`src/rtl/tdpBramArray_settings.svh`:
```
// **************************************************
// Dual-port BRAM array settings
// Geometry of the cell grid and the port address
// map, shared by the RTL and the testbench
// **************************************************

`ifndef TDP_BRAM_ARRAY_SETTINGS_SVH
`define TDP_BRAM_ARRAY_SETTINGS_SVH

// One behavioral cell
`define TDP_CELL_BITS       32
`define TDP_CELL_BYTES      4
`define TDP_CELL_WORDS      256

// Grid of cells
`define TDP_LANES           2
`define TDP_BANKS           4

// Port address map
`define TDP_ADDR_BITS       16
`define TDP_OFS_BITS        3
`define TDP_WORD_ADDR_BITS  10

// Derived widths
`define TDP_BYTE_BITS       (`TDP_CELL_BITS / `TDP_CELL_BYTES)
`define TDP_ARR_BITS        (`TDP_CELL_BITS * `TDP_LANES)
`define TDP_ARR_BYTES       (`TDP_CELL_BYTES * `TDP_LANES)
`define TDP_BANK_BITS       2
`define TDP_WORD_IDX_BITS   8
// First byte-address bit past the last bank
`define TDP_ERR_LSB         (`TDP_OFS_BITS + `TDP_WORD_ADDR_BITS)

`endif

```
`src/rtl/tdpBramPkg.sv`:
```
// **************************************************
// Dual-port BRAM array types
// Port data, byte enables and the word address
// with its linear and bank/word views
// **************************************************

`include "tdpBramArray_settings.svh"

package tdpBramPkg;

  // Data word of one port, all lanes side by side
  typedef logic [`TDP_ARR_BITS-1:0] arrDataT;

  // One enable per byte of arrDataT
  typedef logic [`TDP_ARR_BYTES-1:0] byteEnT;

  // Word address seen two ways
  // linear is the word count from address 0,
  // split is the bank index on top of the word index in that bank
  typedef union packed {
    logic [`TDP_WORD_ADDR_BITS-1:0] linear;
    struct packed {
      logic [`TDP_BANK_BITS-1:0]     bank;
      logic [`TDP_WORD_IDX_BITS-1:0] word;
    } split;
  } wordAddrU;

endpackage

```
`src/rtl/readSelect.sv`:
```
// **************************************************
// Read data selector for one port
// Remembers the bank and error flag of each access
// and picks that bank's registered read data
// **************************************************

`timescale 1ns/1ns
`include "tdpBramArray_settings.svh"

module readSelect (
  input  logic                                    A_PS,
  input  logic                                    arstN,
  input  logic                                    en,
  input  logic [`TDP_BANK_BITS-1:0]               bankIdx,
  input  logic                                    outOfRange,
  input  tdpBramPkg::arrDataT [`TDP_BANKS-1:0]    bankData,
  output tdpBramPkg::arrDataT                     rdData,
  output logic                                    addrErr
);

  logic [`TDP_BANK_BITS-1:0] bankIdxQ;

  // Captured on the same edge that the cells take the access
  always_ff @(posedge A_PS or negedge arstN) begin
    if (!arstN) begin
      bankIdxQ <= '0;
      addrErr  <= 1'b0;
    end else if (en) begin
      bankIdxQ <= bankIdx;
      addrErr  <= outOfRange;
    end
  end

  // Output follows the bank of the last access, not the live address
  assign rdData = bankData[bankIdxQ];

endmodule

```
`config.mk`:
```
export PLATFORM = sky130hd
export DESIGN_NAME = readSelect
export DESIGN_NICKNAME = d
export VERILOG_FILES = /design/src/rtl/tdpBramPkg.sv /design/src/rtl/readSelect.sv
export VERILOG_INCLUDE_DIRS = /design/src /design/src/rtl
export SDC_FILE = /design/constraint.sdc
export NUM_CORES = 1
export LEC_CHECK = 0
export ABC_AREA = 1
export BUFFER_PORTS_ARGS = -buffer_cell sky130_fd_sc_hd__buf_2
export CAP_MARGIN = 20
export CORE_AREA = 3 3 127 129
export CTS_BUF_LIST = sky130_fd_sc_hd__clkbuf_2 sky130_fd_sc_hd__clkbuf_4 sky130_fd_sc_hd__clkbuf_8
export DETAILED_ROUTE_END_ITERATION = 16
export DIE_AREA = 0 0 130 132
export GPL_ROUTABILITY_DRIVEN = 0
export SLEW_MARGIN = 20
export SYNTH_ARGS = -nofsm -noshare
export SYNTH_HDL_FRONTEND = slang
export SYNTH_SLANG_ARGS = --single-unit
```
`constraint.sdc`:
```
create_clock -name A_PS -period 0.9 [get_ports A_PS]
set_input_delay 0.045 -clock A_PS [delete_from_list [all_inputs] [get_ports A_PS]]
set_output_delay 0.045 -clock A_PS [all_outputs]
set_load 0.02 [all_outputs]
```
# --- After elaboration in Yosys (flattened, before gate mapping) ---
# Index checks and enable logic that the tools add are counted.
op_classes:
  magnitude_cmp: 1
  mux: 2
ops:
  columns: ["cell", "count"]
  rows:
  - ["$bmux W64 S2", 1]
  - ["$mux W64", 1]
  - ["$lt A2 B3 Y1 const B", 1]
word_totals:
  reg_bits: 3
  out_inout_bits: 65
  wordCells: 5

# --- Logic depth before layout (Yosys ltp) ---
logic_depth:
  ltp_word: 2
  mapped_depth: 6
  ltp_nobuf: 4

# --- Worst setup path after synthesis ---
# OpenSTA, ideal clock, no wires.
synth_timing:
  path_type: "register to output"
  startpoint: "reg bankIdxQ[0]"
  endpoint: "out rdData[53]"
  arrival_ns: 1.027
  required_time_ns: 0.855
  slack_ns: -0.172
  path_stages_with_launch: 7
  cell_sequence: "dfrtp_1 > inv_2 > buf_2 > buf_2 > nand2_1 > nand3_1 > nand2_1"
synth_between:
  elab_chain_len: 2
synth_lines:
  columns: ["element", "line_no", "source"]
  rows:
  - ["from (decl)", "readSelect.sv:21", "logic [`TDP_BANK_BITS-1:0] bankIdxQ;"]
  - ["from (signal assigned)", "readSelect.sv:29", "bankIdxQ <= bankIdx;"]
  - ["$bmux W64 S2", "readSelect.sv:35", "assign rdData = bankData[bankIdxQ];"]
  - ["$mux W64 (not written as such)", "readSelect.sv:35", null]
  - ["to (decl)", "readSelect.sv:17", "output tdpBramPkg::arrDataT rdData,"]
# Every way passes these cells. The select of a mux whose other input is x is not followed.

# --- Worst setup path in the final report ---
layout_timing:
  startpoint: "reg bankIdxQ[0]"
  endpoint: "out rdData[9]"
# The elaborated chain is that of the path after synthesis.

==> flow_metrics.env <==
export IMPL_numCtsBuffers=3
export IMPL_hold_path_depth=3
export IMPL_max_freq_ghz=0.6517
export IMPL_grt_pass1_vias=4757
export IMPL_die_y_um=132
export IMPL_power_leakage_nw=4.438
export IMPL_synth_cell_type_count=10
export IMPL_cap_violations=0
export IMPL_slew_headroom=0.8019
export IMPL_netlist_instances=758
export IMPL_cp_arrival_ps=1490
export IMPL_core_rowCount=45
export IMPL_synthToLayoutAreaGrowth_pct=103.6
export IMPL_dp_hpwl_um=11140
export IMPL_fillerInstances=1649
export IMPL_setup_tns_final_ps=-38360
export IMPL_drc=0
export IMPL_drtIter0Drc=198
export IMPL_cpPeakStageDelay_ps=510
export IMPL_vias=5286
export IMPL_synth_area_leaders="nand2_1, inv_1, nand3_1"
export IMPL_finalPower_mw=5.531
export IMPL_syn_area_per_cell_um2=4.160
export IMPL_power_density_nw_per_um2=861.8
export IMPL_worstPathCellList="buf_12 > clkbuf_16 > nand2_1 > nand3_2 > nand2_2 > buf_4"
export IMPL_cp_max_fo=19
export IMPL_grt_overflow_total=0
export IMPL_setup_violations=66
export IMPL_r2r_cells=6
export IMPL_ys_seq_area_frac=0.02381
export IMPL_vias_per_cell=4.130
export IMPL_ir_worst_vdd_v=0.0007114
export IMPL_die_w_um=130
export IMPL_critPathSlowestCell="dfrtp_4"
export IMPL_die_area_um2=17160
export IMPL_crit_type="reg -> out"
export IMPL_ant_nets=0
export IMPL_drive_gt1_frac=0.4533
export IMPL_firstDrtPassIters=5
export IMPL_fin_crit_sh=1.705
export IMPL_p_int_mw=2.862
export IMPL_power_switching_mw=2.670
export IMPL_h_tree_depth=1
export IMPL_synth_area_um2=3153
export IMPL_core_area_um2=15150
export IMPL_fin_area_um2=6419
export IMPL_routedWlPerCell_um=13.21
export IMPL_cts_buffer_depth=2
export IMPL_start_util=0.2082
export IMPL_drt_total_wl_um=16910
export IMPL_clkLatencyLatePin_ps=210
export IMPL_status="complete, but fails checks"
export IMPL_io_pins=327
export IMPL_synth_seq_cells=3
export IMPL_violations="setup timing"
export IMPL_swShare=0.4826
export IMPL_worst_pin_slew_ps=297.1
export IMPL_fin_skew_ps=0
export IMPL_yosys_area_top_type_share=0.3845
export IMPL_end_kind="output port"
export IMPL_nets=1355
export IMPL_clk_pin_slew_ps=30
export IMPL_grt_pass1_wl_um=22600
export IMPL_placed_area_um2=5122
export IMPL_hold_class="in -> reg"
export IMPL_rsz0062_at_grt="yes"
export IMPL_p_seq_frac=0.031
export IMPL_antenna_cells=0
export IMPL_syn_nets=1020
export IMPL_yosys_warnings=0
export IMPL_power_frac_clock=0.075
export IMPL_clock_sinks=3
export IMPL_cts_root_buf="clkbuf_8"
export IMPL_period_minus_slack_ps=1534
export IMPL_p_comb_frac=0.894
export IMPL_required_ps=850
export IMPL_portBuffers=326
export IMPL_cts_tree="done"
export IMPL_setup_slack_ps=-634.5
export IMPL_synth_top_area_cell="nand2_1"
export IMPL_antenna_found_initial=0
export IMPL_slew_viol_final=0
export IMPL_track_usage=0.1590
export IMPL_start_kind="flop"
export IMPL_finish_utilization=0.4238
export IMPL_finalHoldViolations=0
export IMPL_grt_max_degree=51
## registers in the layout, indices dropped and copies added, names as in the netlist
register  cells
bankIdxQ      2
addrErr       1
## routing by layer
| layer | GRT usage | wire [um] | vias to the layer above |
|---|---|---|---|
| met5 | 0 | 0 | - |
| met1 | 0.1836 | 6693 | 2275 |
| met4 | 0.02714 | 310 | 0 |
| met3 | 0.01742 | 1152 | 20 |
| met2 | 0.3112 | 8753 | 208 |
| li1 | - | - | 2783 |
## cells in the final DEF, fill, tap and decap left out, drive strengths merged
master       netlist  layout
buf               40     361
clkbuf             2      13
clkinv             0       2
dfrtp              3       3
dlygate4sd3        0       1
inv              259     258
nand2            323     323
nand3            128     128
o21ai              3       3
## Yosys cell counts
library cell / instances
clkbuf_1: 2
nand2_1: 323
inv_2: 1
buf_4: 12
o21ai_0: 2
dfrtp_1: 3
o21ai_1: 1
inv_1: 258
nand3_1: 128
buf_2: 28
## timing repair
item / 4_1_cts / 5_1_grt
setup buffers: 7 / 4
hold buffers: 1 / 0
gates cloned: 7 / 14
pin swaps: 2 / 9
resized for setup: 108 / 88
hold endpoints to repair: 3 / 0
endpoints found under the setup margin: 66 / 66
## through the flow
step | setup slack (ps) | instances | hold WS, ps
after detailed placement | -593.9 | 1243 | -145.8
final | -634.5 | 1280 | 41.65
after global routing | -695.4 | 1280 | 43.77
after floorplan | -97.42 | 758 | -250.6
after global placement | -571.5 | 1243 | -143.2
after CTS | -669.3 | 1262 | 37.42
## path summary, 6_finish.rpt
kind	startpoint	endpoint	slack, ps
min	outOfRange	addrErr	40
max in group asynchronous	arstN	bankIdxQ[0]	590
max	bankIdxQ[0]	rdData[9]	-630
max reg2reg	bankIdxQ[0]	bankIdxQ[0]	-310
min reg2reg	addrErr	addrErr	520
min in group asynchronous	arstN	addrErr	170
## cells by family after synthesis
group	count (synthesis)	synth area share
buffers and inverters	301	0.3837
AO/OA/AOI/OAI	3	0.004761
flip-flops	3	0.02381
AND/OR/NAND/NOR	451	0.5877
## power groups by stage
| stage | logic, mW | clock network (mW) | registers, mW |
|---|---|---|---|
| final | 4.94 | 0.416 | 0.172 |
| after global routing | 5.35 | 0.446 | 0.175 |
| after CTS | 4.29 | 0.426 | 0.173 |
| after detailed placement | 3.56 | 0 | 0.171 |
| after global placement | 3.56 | 0 | 0.170 |
| after floorplan | 2.28 | 0 | 0.161 |
## worst max-delay path, delay by kind of cell, from the launching register on
family,cells,cell delay [ps]
buffers and inverters,3,500
DFF,1,510
and+or+nand+nor,3,240
## cell type report
cell class / count / area, um2 / area share
Tap cell: 188 / 235.2 / 0.03665
Clock buffer: 4 / 48.80 / 0.007602
Inverter: 259 / 984.7 / 0.1534
Timing Repair Buffer: 371 / 2800 / 0.4363
Sequential cell: 3 / 80.08 / 0.01248
Multi-Input combinational cell: 454 / 2253 / 0.3511
Timing Repair inverter: 1 / 16.27 / 0.002534
Power figures use the tool's default switching activity.
